File: src/rtl/fir_cfg.svh
`ifndef FIR_CFG_SVH
`define FIR_CFG_SVH

// filter geometry
`define FIR_TAP_NUM        11
`define FIR_DATA_WIDTH     32
`define FIR_ADDR_WIDTH     12

// configuration map, byte offsets
`define FIR_REG_AP_CTRL    12'h000    // bit 0 start, bit 1 done, bit 2 idle
`define FIR_REG_DATA_LEN   12'h010
`define FIR_REG_TAP_BASE   12'h040    // tap i at base + 4*i

// longest run the length register accepts
`define FIR_MAX_LEN        1023

`endif

File: src/rtl/fir_ctrl_pkg.sv
package fir_ctrl_pkg;

    ////////////////////////////////////////
    // sequencer states

    typedef enum logic [2:0] {
        ST_INIT = 3'd0,    // zero the sample history
        ST_IDLE = 3'd1,
        ST_WAIT = 3'd2,    // waiting for an input sample
        ST_CALC = 3'd3,    // one tap per cycle
        ST_OUT  = 3'd4     // result waiting on sm_tready
    } seq_state_t;

    ////////////////////////////////////////
    // decoded configuration register

    typedef enum logic [1:0] {
        REG_AP_CTRL  = 2'd0,
        REG_DATA_LEN = 2'd1,
        REG_TAP      = 2'd2,
        REG_NONE     = 2'd3
    } reg_sel_t;

endpackage

File: src/rtl/fir_data_pkg.sv
`include "fir_cfg.svh"

package fir_data_pkg;

    // samples and coefficients share one width
    typedef logic signed [`FIR_DATA_WIDTH-1:0] sample_t;
    typedef logic signed [`FIR_DATA_WIDTH-1:0] coef_t;

    // tap and history index, 0 to 10
    typedef logic [3:0] tap_idx_t;

    // sample count of one run
    typedef logic [9:0] len_t;

endpackage

File: src/rtl/fir_cfg_regs.sv
`timescale 1ns/10ps
`include "fir_cfg.svh"

module fir_cfg_regs (
    input  logic                        axis_clk,
    input  logic                        axis_rst_n,
    input  logic                        awvalid,
    input  logic [`FIR_ADDR_WIDTH-1:0]  awaddr,
    output logic                        awready,
    input  logic                        wvalid,
    input  logic [`FIR_DATA_WIDTH-1:0]  wdata,
    output logic                        wready,
    input  logic                        arvalid,
    input  logic [`FIR_ADDR_WIDTH-1:0]  araddr,
    output logic                        arready,
    output logic                        rvalid,
    input  logic                        rready,
    output logic [`FIR_DATA_WIDTH-1:0]  rdata,
    input  logic                        seq_idle,
    input  logic                        run_done,
    input  fir_data_pkg::tap_idx_t      tap_idx,
    output fir_data_pkg::coef_t         tap_coef,
    output logic                        ap_start_pulse,
    output fir_data_pkg::len_t          data_len
);
    import fir_ctrl_pkg::*;
    import fir_data_pkg::*;

    coef_t    taps [`FIR_TAP_NUM];
    logic     ap_done;        // sticky until an ap_ctrl read
    logic     wr_hs;
    logic     rd_hs;
    reg_sel_t wr_sel;
    reg_sel_t rd_sel;
    tap_idx_t wr_tap;
    tap_idx_t rd_tap;

    function automatic reg_sel_t decode(input logic [`FIR_ADDR_WIDTH-1:0] addr);
        reg_sel_t sel;
        if (addr == `FIR_REG_AP_CTRL) begin
            sel = REG_AP_CTRL;
        end else if (addr == `FIR_REG_DATA_LEN) begin
            sel = REG_DATA_LEN;
        end else if (addr >= `FIR_REG_TAP_BASE && addr[1:0] == 2'b00 &&
                     addr < `FIR_REG_TAP_BASE + 4 * `FIR_TAP_NUM) begin
            sel = REG_TAP;
        end else begin
            sel = REG_NONE;
        end
        return sel;
    endfunction

    function automatic tap_idx_t tap_of(input logic [`FIR_ADDR_WIDTH-1:0] addr);
        logic [`FIR_ADDR_WIDTH-1:0] offs;
        offs = addr - `FIR_REG_TAP_BASE;
        return offs[5:2];    // word offset from the tap base
    endfunction

    ////////////////////////////////////////
    // write side, address and data together

    assign awready = awvalid & wvalid;
    assign wready  = awvalid & wvalid;
    assign wr_hs   = awvalid & wvalid;
    assign wr_sel  = decode(awaddr);
    assign wr_tap  = tap_of(awaddr);

    always_ff @(posedge axis_clk or negedge axis_rst_n) begin
        if (!axis_rst_n) begin
            data_len       <= '0;
            ap_start_pulse <= 1'b0;
        end else begin
            ap_start_pulse <= wr_hs && wr_sel == REG_AP_CTRL && wdata[0] && seq_idle;
            if (wr_hs && wr_sel == REG_DATA_LEN) begin
                data_len <= (wdata > `FIR_MAX_LEN) ? len_t'(`FIR_MAX_LEN) : wdata[9:0];
            end
        end
    end

    // coefficients only change between runs
    always_ff @(posedge axis_clk) begin
        if (wr_hs && wr_sel == REG_TAP && seq_idle) begin
            taps[wr_tap] <= coef_t'(wdata);
        end
    end

    assign tap_coef = taps[tap_idx];

    ////////////////////////////////////////
    // read side

    assign arready = ~rvalid;    // one read in flight
    assign rd_hs   = arvalid & arready;
    assign rd_sel  = decode(araddr);
    assign rd_tap  = tap_of(araddr);

    always_ff @(posedge axis_clk or negedge axis_rst_n) begin
        if (!axis_rst_n) begin
            rvalid  <= 1'b0;
            ap_done <= 1'b0;
        end else begin
            if (rd_hs) begin
                rvalid <= 1'b1;
            end else if (rready) begin
                rvalid <= 1'b0;
            end
            if (run_done) begin
                ap_done <= 1'b1;
            end else if (rd_hs && rd_sel == REG_AP_CTRL) begin
                ap_done <= 1'b0;    // read clears done
            end
        end
    end

    always_ff @(posedge axis_clk) begin
        if (rd_hs) begin
            case (rd_sel)
                REG_AP_CTRL:  rdata <= {{(`FIR_DATA_WIDTH-3){1'b0}},
                                        seq_idle, ap_done, ap_start_pulse};
                REG_DATA_LEN: rdata <= {{(`FIR_DATA_WIDTH-10){1'b0}}, data_len};
                REG_TAP:      rdata <= taps[rd_tap];
                default:      rdata <= '0;
            endcase
        end
    end

endmodule

File: src/rtl/fir_sample_buffer.sv
`timescale 1ns/10ps
`include "fir_cfg.svh"

module fir_sample_buffer (
    input  logic                    axis_clk,
    input  logic                    axis_rst_n,
    input  logic                    wr_en,
    input  fir_data_pkg::tap_idx_t  wr_ptr,
    input  fir_data_pkg::sample_t   wr_data,
    input  fir_data_pkg::tap_idx_t  rd_idx,
    output fir_data_pkg::sample_t   rd_data
);
    import fir_data_pkg::*;

    // ring of the newest samples, wr_ptr points past the newest
    sample_t hist [`FIR_TAP_NUM];

    always_ff @(posedge axis_clk or negedge axis_rst_n) begin
        if (!axis_rst_n) begin
            for (int i = 0; i < `FIR_TAP_NUM; i++) begin
                hist[i] <= '0;
            end
        end else if (wr_en) begin
            hist[wr_ptr] <= wr_data;    // sample, or zero while clearing
        end
    end

    // read port feeds the multiplier in the same cycle
    assign rd_data = hist[rd_idx];

endmodule

File: src/rtl/fir_sequencer.sv
`timescale 1ns/10ps
`include "fir_cfg.svh"

module fir_sequencer (
    input  logic                    axis_clk,
    input  logic                    axis_rst_n,
    input  logic                    ap_start_pulse,
    input  fir_data_pkg::len_t      data_len,
    input  logic                    ss_tvalid,
    input  fir_data_pkg::sample_t   ss_tdata,
    output logic                    ss_tready,
    input  logic                    out_taken,
    output logic                    seq_idle,
    output logic                    run_done,
    output logic                    buf_wr_en,
    output fir_data_pkg::tap_idx_t  buf_wr_ptr,
    output fir_data_pkg::sample_t   buf_wr_data,
    output fir_data_pkg::tap_idx_t  buf_rd_idx,
    output fir_data_pkg::tap_idx_t  tap_idx,
    output logic                    mac_clear,
    output logic                    mac_valid,
    output logic                    mac_last
);
    import fir_ctrl_pkg::*;
    import fir_data_pkg::*;

    localparam tap_idx_t LAST_IDX = tap_idx_t'(`FIR_TAP_NUM - 1);

    seq_state_t state;
    seq_state_t state_nx;
    tap_idx_t   wr_ptr;
    len_t       sample_cnt;     // samples taken in this run
    logic       in_hs;
    logic       last_sample;

    function automatic tap_idx_t step_up(input tap_idx_t idx);
        return (idx == LAST_IDX) ? '0 : idx + 1'b1;
    endfunction

    assign in_hs       = (state == ST_WAIT) && ss_tvalid;
    assign last_sample = (sample_cnt == data_len);

    ////////////////////////////////////////
    // state machine

    always_comb begin
        state_nx = state;
        case (state)
            ST_INIT: begin
                if (wr_ptr == LAST_IDX) begin
                    state_nx = ST_IDLE;
                end
            end
            ST_IDLE: begin
                if (ap_start_pulse) begin
                    state_nx = ST_WAIT;
                end
            end
            ST_WAIT: begin
                if (ss_tvalid) begin
                    state_nx = ST_CALC;
                end
            end
            ST_CALC: begin
                if (tap_idx == LAST_IDX) begin
                    state_nx = ST_OUT;
                end
            end
            ST_OUT: begin
                if (out_taken) begin
                    state_nx = last_sample ? ST_INIT : ST_WAIT;    // clear after the run
                end
            end
            default: state_nx = ST_INIT;
        endcase
    end

    always_ff @(posedge axis_clk or negedge axis_rst_n) begin
        if (!axis_rst_n) begin
            state      <= ST_INIT;
            wr_ptr     <= '0;
            buf_rd_idx <= '0;
            tap_idx    <= '0;
            sample_cnt <= '0;
        end else begin
            state <= state_nx;
            case (state)
                ST_INIT: wr_ptr <= step_up(wr_ptr);    // wraps back to 0 on exit
                ST_IDLE: sample_cnt <= '0;
                ST_WAIT: begin
                    if (ss_tvalid) begin
                        buf_rd_idx <= wr_ptr;    // newest sample pairs with tap 0
                        wr_ptr     <= step_up(wr_ptr);
                        sample_cnt <= sample_cnt + 1'b1;
                    end
                end
                ST_CALC: begin
                    tap_idx    <= step_up(tap_idx);
                    buf_rd_idx <= (buf_rd_idx == '0) ? LAST_IDX : buf_rd_idx - 1'b1;
                end
                ST_OUT: begin
                    if (out_taken && last_sample) begin
                        wr_ptr <= '0;
                    end
                end
                default: wr_ptr <= '0;
            endcase
        end
    end

    ////////////////////////////////////////
    // outputs

    assign ss_tready   = (state == ST_WAIT);
    assign seq_idle    = (state == ST_IDLE);
    assign run_done    = (state == ST_OUT) && out_taken && last_sample;
    assign buf_wr_en   = (state == ST_INIT) || in_hs;
    assign buf_wr_ptr  = wr_ptr;
    assign buf_wr_data = (state == ST_INIT) ? '0 : ss_tdata;
    assign mac_valid   = (state == ST_CALC);
    assign mac_clear   = mac_valid && (tap_idx == '0);    // first tap restarts the sum
    assign mac_last    = mac_valid && last_sample;

endmodule

File: src/rtl/fir_mac.sv
`timescale 1ns/10ps

module fir_mac (
    input  logic                    axis_clk,
    input  logic                    axis_rst_n,
    input  logic                    mac_clear,
    input  logic                    mac_valid,
    input  logic                    mac_last,
    input  fir_data_pkg::sample_t   sample,
    input  fir_data_pkg::coef_t     coef,
    input  logic                    sm_tready,
    output logic                    sm_tvalid,
    output logic                    sm_tlast,
    output fir_data_pkg::sample_t   sm_tdata,
    output logic                    out_taken
);
    import fir_data_pkg::*;

    sample_t prod_q;
    sample_t acc_q;
    logic    prod_vld;
    logic    prod_clr;
    logic    acc_vld;
    logic    last_q;       // this sample ends the run
    logic    acc_done;

    // the sum is complete once the last product has drained
    assign acc_done  = acc_vld && !prod_vld;
    assign out_taken = sm_tvalid && sm_tready;

    always_ff @(posedge axis_clk or negedge axis_rst_n) begin
        if (!axis_rst_n) begin
            prod_vld <= 1'b0;
            prod_clr <= 1'b0;
            acc_vld  <= 1'b0;
            last_q   <= 1'b0;
        end else begin
            prod_vld <= mac_valid;
            prod_clr <= mac_clear;
            acc_vld  <= prod_vld;
            if (mac_valid && mac_clear) begin
                last_q <= mac_last;
            end
        end
    end

    ////////////////////////////////////////
    // product and accumulator, wrap mod 2^32

    always_ff @(posedge axis_clk) begin
        if (mac_valid) begin
            prod_q <= sample * coef;
        end
        if (prod_vld) begin
            acc_q <= prod_clr ? prod_q : acc_q + prod_q;
        end
    end

    ////////////////////////////////////////
    // held stream output

    always_ff @(posedge axis_clk or negedge axis_rst_n) begin
        if (!axis_rst_n) begin
            sm_tvalid <= 1'b0;
            sm_tlast  <= 1'b0;
        end else if (acc_done) begin
            sm_tvalid <= 1'b1;
            sm_tlast  <= last_q;
        end else if (out_taken) begin
            sm_tvalid <= 1'b0;
            sm_tlast  <= 1'b0;
        end
    end

    always_ff @(posedge axis_clk) begin
        if (acc_done) begin
            sm_tdata <= acc_q;
        end
    end

endmodule

File: src/rtl/fir_top.sv
`timescale 1ns/10ps
`include "fir_cfg.svh"

module fir_top (
    input  logic                        axis_clk,
    input  logic                        axis_rst_n,
    // configuration slave
    input  logic                        awvalid,
    input  logic [`FIR_ADDR_WIDTH-1:0]  awaddr,
    output logic                        awready,
    input  logic                        wvalid,
    input  logic [`FIR_DATA_WIDTH-1:0]  wdata,
    output logic                        wready,
    input  logic                        arvalid,
    input  logic [`FIR_ADDR_WIDTH-1:0]  araddr,
    output logic                        arready,
    output logic                        rvalid,
    input  logic                        rready,
    output logic [`FIR_DATA_WIDTH-1:0]  rdata,
    // stream in
    input  logic                        ss_tvalid,
    input  fir_data_pkg::sample_t       ss_tdata,
    output logic                        ss_tready,
    // stream out
    output logic                        sm_tvalid,
    output fir_data_pkg::sample_t       sm_tdata,
    output logic                        sm_tlast,
    input  logic                        sm_tready
);
    import fir_data_pkg::*;

    logic     ap_start_pulse;
    len_t     data_len;
    coef_t    tap_coef;
    tap_idx_t tap_idx;
    logic     seq_idle;
    logic     run_done;
    logic     buf_wr_en;
    tap_idx_t buf_wr_ptr;
    sample_t  buf_wr_data;
    tap_idx_t buf_rd_idx;
    sample_t  buf_rd_data;
    logic     mac_clear;
    logic     mac_valid;
    logic     mac_last;
    logic     out_taken;

    fir_cfg_regs u_cfg_regs (
        .axis_clk       (axis_clk),
        .axis_rst_n     (axis_rst_n),
        .awvalid        (awvalid),
        .awaddr         (awaddr),
        .awready        (awready),
        .wvalid         (wvalid),
        .wdata          (wdata),
        .wready         (wready),
        .arvalid        (arvalid),
        .araddr         (araddr),
        .arready        (arready),
        .rvalid         (rvalid),
        .rready         (rready),
        .rdata          (rdata),
        .seq_idle       (seq_idle),
        .run_done       (run_done),
        .tap_idx        (tap_idx),
        .tap_coef       (tap_coef),
        .ap_start_pulse (ap_start_pulse),
        .data_len       (data_len)
    );

    fir_sample_buffer u_sample_buffer (
        .axis_clk   (axis_clk),
        .axis_rst_n (axis_rst_n),
        .wr_en      (buf_wr_en),
        .wr_ptr     (buf_wr_ptr),
        .wr_data    (buf_wr_data),
        .rd_idx     (buf_rd_idx),
        .rd_data    (buf_rd_data)
    );

    fir_sequencer u_sequencer (
        .axis_clk       (axis_clk),
        .axis_rst_n     (axis_rst_n),
        .ap_start_pulse (ap_start_pulse),
        .data_len       (data_len),
        .ss_tvalid      (ss_tvalid),
        .ss_tdata       (ss_tdata),
        .ss_tready      (ss_tready),
        .out_taken      (out_taken),
        .seq_idle       (seq_idle),
        .run_done       (run_done),
        .buf_wr_en      (buf_wr_en),
        .buf_wr_ptr     (buf_wr_ptr),
        .buf_wr_data    (buf_wr_data),
        .buf_rd_idx     (buf_rd_idx),
        .tap_idx        (tap_idx),
        .mac_clear      (mac_clear),
        .mac_valid      (mac_valid),
        .mac_last       (mac_last)
    );

    fir_mac u_mac (
        .axis_clk   (axis_clk),
        .axis_rst_n (axis_rst_n),
        .mac_clear  (mac_clear),
        .mac_valid  (mac_valid),
        .mac_last   (mac_last),
        .sample     (buf_rd_data),    // history and coefficient line up by tap
        .coef       (tap_coef),
        .sm_tready  (sm_tready),
        .sm_tvalid  (sm_tvalid),
        .sm_tlast   (sm_tlast),
        .sm_tdata   (sm_tdata),
        .out_taken  (out_taken)
    );

endmodule

File: config.mk
export PLATFORM = sky130hd
export DESIGN_NAME = fir_top
export DESIGN_NICKNAME = d
export VERILOG_FILES = /design/src/rtl/fir_ctrl_pkg.sv /design/src/rtl/fir_data_pkg.sv /design/src/rtl/fir_cfg_regs.sv /design/src/rtl/fir_sample_buffer.sv /design/src/rtl/fir_sequencer.sv /design/src/rtl/fir_mac.sv /design/src/rtl/fir_top.sv
export VERILOG_INCLUDE_DIRS = /design/src /design/src/rtl
export SDC_FILE = /design/constraint.sdc
export NUM_CORES = 2
export LEC_CHECK = 0
export BUFFER_PORTS_ARGS = -buffer_cell sky130_fd_sc_hd__buf_2
export CORE_MARGIN = 2
export CORE_UTILIZATION = 40
export DETAILED_ROUTE_END_ITERATION = 8
export GPL_TIMING_DRIVEN = 0
export PLACE_DENSITY = 0.62
export SLEW_MARGIN = 15
export SYNTH_ARGS = -nofsm -noshare
export SYNTH_HDL_FRONTEND = slang
export SYNTH_HIERARCHICAL = 1
export SYNTH_SLANG_ARGS = --single-unit
File: constraint.sdc
create_clock -name axis_clk -period 12.45 [get_ports axis_clk]
set_input_delay 0.6225 -clock axis_clk [delete_from_list [all_inputs] [get_ports axis_clk]]
set_output_delay 0.6225 -clock axis_clk [all_outputs]
set_load 0.01 [all_outputs]
**Word-level counts from Yosys, hierarchy flattened**

Memory sizes are Yosys's and may differ from the RTL's.
Cells that the tools add are included.

- Output and inout bits: 71
- Bits in registers: 524
- Memories: 1
- RAM bits: 352

- Multiply operators: 1
- $add $sub $neg: 7
- Mux-type cells: 42
- Eq/ne operators: 19
- Reductions and logical operators: 42
- Magnitude comparators: 8
- Bitwise gates (word level): 6

Memory list:

| name | depth | width | rd ports | clocked after memory_dff | wr ports | line | text |
|---|---|---|---|---|---|---|---|
| u_cfg_regs.taps | 11 | 32 | 2 | 0 | 1 | fir_cfg_regs.sv:29 | `` coef_t taps [`FIR_TAP_NUM]; `` |

Operators by type and width:

| cell | number |
|---|---|
| bitwise mux 352 bit | 1 |
| two-way mux 32 bit | 5 |
| binary-select mux 32 bit (select 4 bit) | 1 |
| demux 32 bit (select 4 bit) | 1 |
| case mux 32 bit (3 select lines) | 1 |
| adder 32 bit | 1 |
| > comparator 32 x 10 -> 1 bit, second input constant | 1 |
| multiplier 32 x 32 -> 32 bit | 1 |
| equality test 12 x 5 -> 1 bit, second input constant | 2 |
| greater-or-equal comparator 12 x 7 -> 1 bit, second input constant | 2 |
| zero test 12 bit | 2 |
| < comparator 12 x 7 -> 1 bit, second input constant | 2 |
| two-way mux 4 bit | 6 |
| logical AND 1 bit | 21 |
| two-way mux 10 bit | 2 |
| case mux 10 bit (2 select lines) | 1 |
| case mux 4 bit (4 select lines) | 1 |
| two-way mux 3 bit | 5 |
| case mux 3 bit (5 select lines) | 1 |
| subtractor 6 x 1 -> 6 bit, second input constant | 2 |
| two-way mux 1 bit | 11 |
| adder 10 x 1 -> 10 bit, second input constant | 1 |
| equality test 10 bit | 1 |
| greater-or-equal comparator 5 bit, second input constant | 2 |
| 26 further kinds | 51 |

**Depth between registers and ports, before layout**

- Depth in word-level cells: 11
- Gate-level depth with buffers: 34

**Cells and area by module**

Netlist, hierarchy kept.

By module, submodules not included:

| module | instances | area each (um2) | cells an instance |
|---|---|---|---|
| fir_mac | 1 | 21440.6 | 2219 |
| fir_cfg_regs | 1 | 18148.7 | 1115 |
| fir_sample_buffer | 1 | 16021.6 | 1093 |
| fir_sequencer | 1 | 1756.7 | 206 |

**Worst setup path after synthesis**

No wires, ideal clock.

- Path type: flip-flop to flip-flop
- Start point: reg u_sequencer.tap_idx[0]
- End point: reg u_mac.prod_q[30], data pin
- Library setup time: 0.259 ns
- Data arrival time: 8.017 ns
- Stages on the path, launching flop included: 31
- Slack: 4.174 ns
- Period minus slack after synthesis: 8.276 ns
- Path through: dfrtp_1 -> clkbuf_2 -> buf_2 -> buf_4 -> mux4_2 -> nand2_1 -> nand3_1 -> clkbuf_1 -> clkbuf_1 -> and2_1 -> fa_1 -> fa_1 -> inv_1 -> fa_1 -> fa_1 -> inv_1 -> fa_1 -> fa_1 -> fa_1 -> inv_1 -> fa_1 -> inv_1 -> ha_1 -> a21o_1 -> a21oi_1 -> nor2b_1 -> o41ai_2 -> o31ai_4 -> o31ai_2 -> o211ai_1 -> a211o_1

- Word-level cells in the longest chain between the ends: 2

Ends and longest elaborated chain:

| item | line | text |
|---|---|---|
| from (decl) | fir_sequencer.sv:19 | `output fir_data_pkg::tap_idx_t tap_idx,` |
| from (signal assigned) | fir_sequencer.sv:98 | `tap_idx <= step_up(tap_idx);` |
| memory read (11 x 32 bit) | - |  |
| via tap_coef[2] | fir_top.sv:34 | `coef_t tap_coef;` |
| multiplier 32 x 32 -> 32 bit | fir_mac.sv:52 | `prod_q <= sample * coef;` |
| to (signal assigned) | fir_mac.sv:52 |  |
| to (decl) | fir_mac.sv:19 | `sample_t prod_q;` |

The timed path passes the listed nets, and every way through them passes these cells.
A chain may end at the register's enable or synchronous reset.

**Worst setup path after layout**

- Start point: reg u_sequencer.tap_idx[2]
- End point: reg u_mac.prod_q[31], data pin

The elaborated chain is that of the path after synthesis.

==> results.py <==
metrics = {
    "cts": {
        "clock_path_buffers": 3,
        "h-tree-depth": 3,
        "cts_buffers": 96,
        "cts_root_buf": "clkbuf_16",
        "cts_resized": 0,
        "cts_sinks": 876,
        "clk_latency_ns": 0.76,
        "clk_pin_slew_ns": 0.06,
        "cts_tree": "done",
    },
    "yosys": {
        "ys_top_cells_by_area": "edfxtp_1 25%, dfrtp_1 17%, fa_1 14%",
        "avgSynthCellArea_um2": 12.4,
        "synth_cell_types": 95,
        "synth_nets": 5323,
        "async_flop_share_pct": 45.2,
        "seq_area_frac_synth_pct": 42.4,
        "synth.most_common_cell": "edfxtp_1",
        "yosysTopAreaCell": "edfxtp_1",
        "syn_area_um2": 57400,
        "yosysWarningCount": 6,
        "synth_ff_type": "edfxtp_1",
        "syn_inst": 4633,
        "synth.top_cell.area_share_pct": 25.1,
        "synth_common_cells": "480 x edfxtp_1, 458 x inv_1, 409 x fa_1",
        "synth-seq-cells": 876,
        "synth-edff-count": 480,
    },
    "drt": {
        "routedWlPerCell_um": 24.5,
        "viasPerCell": 5.57,
        "drc_errors": 0,
        "dr_total_vias": 38400,
        "drt-total-wl_mm": 169,
        "drt_iter0_drc": 3471,
        "postRouteAntennaNets": 0,
        "drt_first_pass_iters": 6,
    },
    "global_routing": {
        "grt_use_total_pct": 23.0,
        "gr-total-overflow": 0,
        "grt_max_degree": 100,
        "grt_pass1_wl_mm": 253,
        "antenna_found_initial": 12,
        "grt_pass1_vias": 39500,
    },
    "power_and_ir_drop": {
        "p_total_uw": 6200,
        "internal-power_uw": 4790,
        "power.density_nw_per_um2": 96.1,
        "ir_worst_vdd_mv": 0.120,
        "switching_share_pct": 22.8,
        "combPwrFrac_pct": 4.4,
        "p_switching_uw": 1410,
        "pwr-share-seq_pct": 49.6,
        "p_leak_uw": 0.0287,
        "clock_power_share_pct": 46.0,
    },
    "place": {
        "gp_congestion": 0.937,
        "port_buffers": 165,
        "place_hpwl_mm": 125,
    },
    "timing": {
        "fin_setup_tns_ns": 0,
        "finalCriticalPeriod_ns": 11.05,
        "tightestPinTransition_ns": 1.25,
        "setup_viol": 0,
        "skew_ns": 0.104,
        "grt_setup_unrepaired": "no",
        "slew_headroom_pct": 16.1,
        "hold_viol_final": 0,
        "final.period_utilization_pct": 88.8,
        "fmax_mhz": 90.5,
        "slew_violations": 0,
    },
    "floorplanning": {
        "die-width_um": 383,
        "dieArea_um2": 146000,
        "dieHeight_um": 383,
        "num_io_pins": 167,
        "start_util_pct": 40.4,
        "core-area_um2": 142000,
        "rows": 138,
    },
    "layout": {
        "areaGrowthSynthToFinish_pct": 12.4,
        "final_nets": 5622,
        "final_layout_size_suffix_gt1_share_pct": 19.5,
        "utilization_pct": 45.4,
    },
    "worst_setup_path": {
        "reg2reg_from": "u_sequencer/tap_idx[2]",
        "crit_arrival_ns": 11.42,
        "setup.worst_path.start": "u_sequencer/tap_idx[2]",
        "cpMaxStageDelayCell": "clkbuf_1",
        "crit_path_end_kind": "flip-flop",
        "critPathLaunchType": "flip-flop",
        "max_stage_delay_ns": 0.94,
        "ff2ff_setup_slack_ns": 1.40,
        "critPathRequiredTime_ns": 12.82,
        "critPathKind": "flip-flop to flip-flop",
        "crit-reg2reg-capture": "u_mac/prod_q[31]",
        "rr_worst_depth": 28,
        "cp-endpoint": "u_mac/prod_q[31]",
        "crit_path_max_fanout": 10,
    },
    "min_path": {
        "hp-class": "input pin to flip-flop",
    },
    "run_status": {
        "outcome": "complete, no violations",
    },
    "flow_run": {
        "drv_cap": 0,
    },
}
sequential cells by signal, summed over array words and instances, names as in the netlist, 3 cells and up:
signal	flops
u_sequencer/buf_rd_idx	4
u_cfg_regs/data_len	10
u_mac/acc_q	32
u_sequencer/state	3
u_sequencer/tap_idx	4
u_mac/sm_tdata	32
u_cfg_regs/taps	352
u_sample_buffer/hist	352
u_cfg_regs/rdata	32
u_sequencer/buf_wr_ptr	4
u_sequencer/sample_cnt	10
u_mac/prod_q	32
worst min path at each step:
| stage | from | endpoint | depth (start not counted) | slack (ns) |
|---|---|---|---|---|
| floorplan | axis_rst_n | u_cfg_regs/ap_done | 0 | 0.33 |
| global placement | u_mac/acc_q[18] | u_mac/sm_tdata[18] | 0 | 0.45 |
| detailed placement | u_mac/acc_q[4] | u_mac/sm_tdata[4] | 0 | 0.45 |
| CTS | rready | u_cfg_regs/rvalid | 2 | 0.04 |
| global route | rready | u_cfg_regs/rvalid | 2 | 0.07 |
| finish | rready | u_cfg_regs/rvalid | 2 | 0.08 |
kinds of logic after synthesis:
| group | share of synthesized area, % |
|---|---|
| xor+xnor | 1.86 |
| mux | 15.9 |
| simple gates | 9.38 |
| compound gates | 6.82 |
| buf+inv | 5.30 |
| flops | 42.4 |
| fa+ha+maj | 18.3 |
routing by layer:
layer | wire length [µm] | share of wire (%) | GRT usage (%)
met4 | 6890 | 4.1 | 8.97
met5 | 60 | 0.036 | 0
met3 | 12000 | 7.1 | 3.75
met1 | 73000 | 43 | 32.0
met2 | 77100 | 46 | 36.2
repair_timing:
item                      CTS  global route
buffers inserted            0             0
hold endpoints to repair   53             0
hold buffers                1             0
critical path: cells and delay by family, from the launching register on:
kind	cells	cell delay [ns]
mux	1	0.39
simple gates	3	0.62
fa+ha+maj	8	4.10
flops	1	0.43
xor+xnor	8	1.89
buf+inv	8	3.23
power groups by stage:
stage          clock [µW]  combinational [µW]  sequential (µW)
2_1_floorplan           0                 124             3140
3_3_place_gp            0                 260             3130
3_5_place_dp            0                 271             3130
4_1_cts              2910                 272             3070
5_1_grt              3020                 290             3070
6_report             2850                 272             3070
placed cells by master (no fill, tap or decap), drive strengths merged, types with 8 or more instances in the layout:
cell type	n
edfxtp	480
inv	462
fa	409
dfrtp	396
and2	358
mux2	357
clkbuf	332
nand2	304
buf	288
mux2i	245
ha	185
o21ai	125
a21oi	123
nor2	121
mux4	118
xnor2	82
nand3	53
nor2b	51
xor2	40
a221o	37
o22ai	36
a211oi	36
clkinv	33
a2bb2oi	32
a21o	24
o221ai	23
nor3	23
a22oi	22
nand2b	20
nor4	17
a22o	12
o31ai	12
and3	11
o21a	10
nand4	9
a221oi	8
area by class of cell:
class,instances,area (µm²)
plain buffers,293,1320
diodes,5,12.5
clock buffers,127,2690
inverters,460,1730
fillers,13100,77400
clock inverters,43,494
multi-input cells,3004,30100
flip-flops and latches,876,24300
well taps,1890,2360
repair buffers,201,1420
through the flow:
| stage | setup slack (ns) | hold WS (ns) | cells | area [µm²] |
|---|---|---|---|---|
| after floorplan | 4.17 | 0.327 | 4633 | 57400 |
| after global placement | 1.67 | 0.449 | 6688 | 60600 |
| after detailed placement | 1.62 | 0.452 | 6723 | 61300 |
| after CTS | 1.54 | 0.0367 | 6894 | 64500 |
| after global routing | 1.20 | 0.0652 | 6894 | 64500 |
| final | 1.40 | 0.0756 | 6899 | 64500 |
No activity file was read; power rests on OpenSTA's default activity.
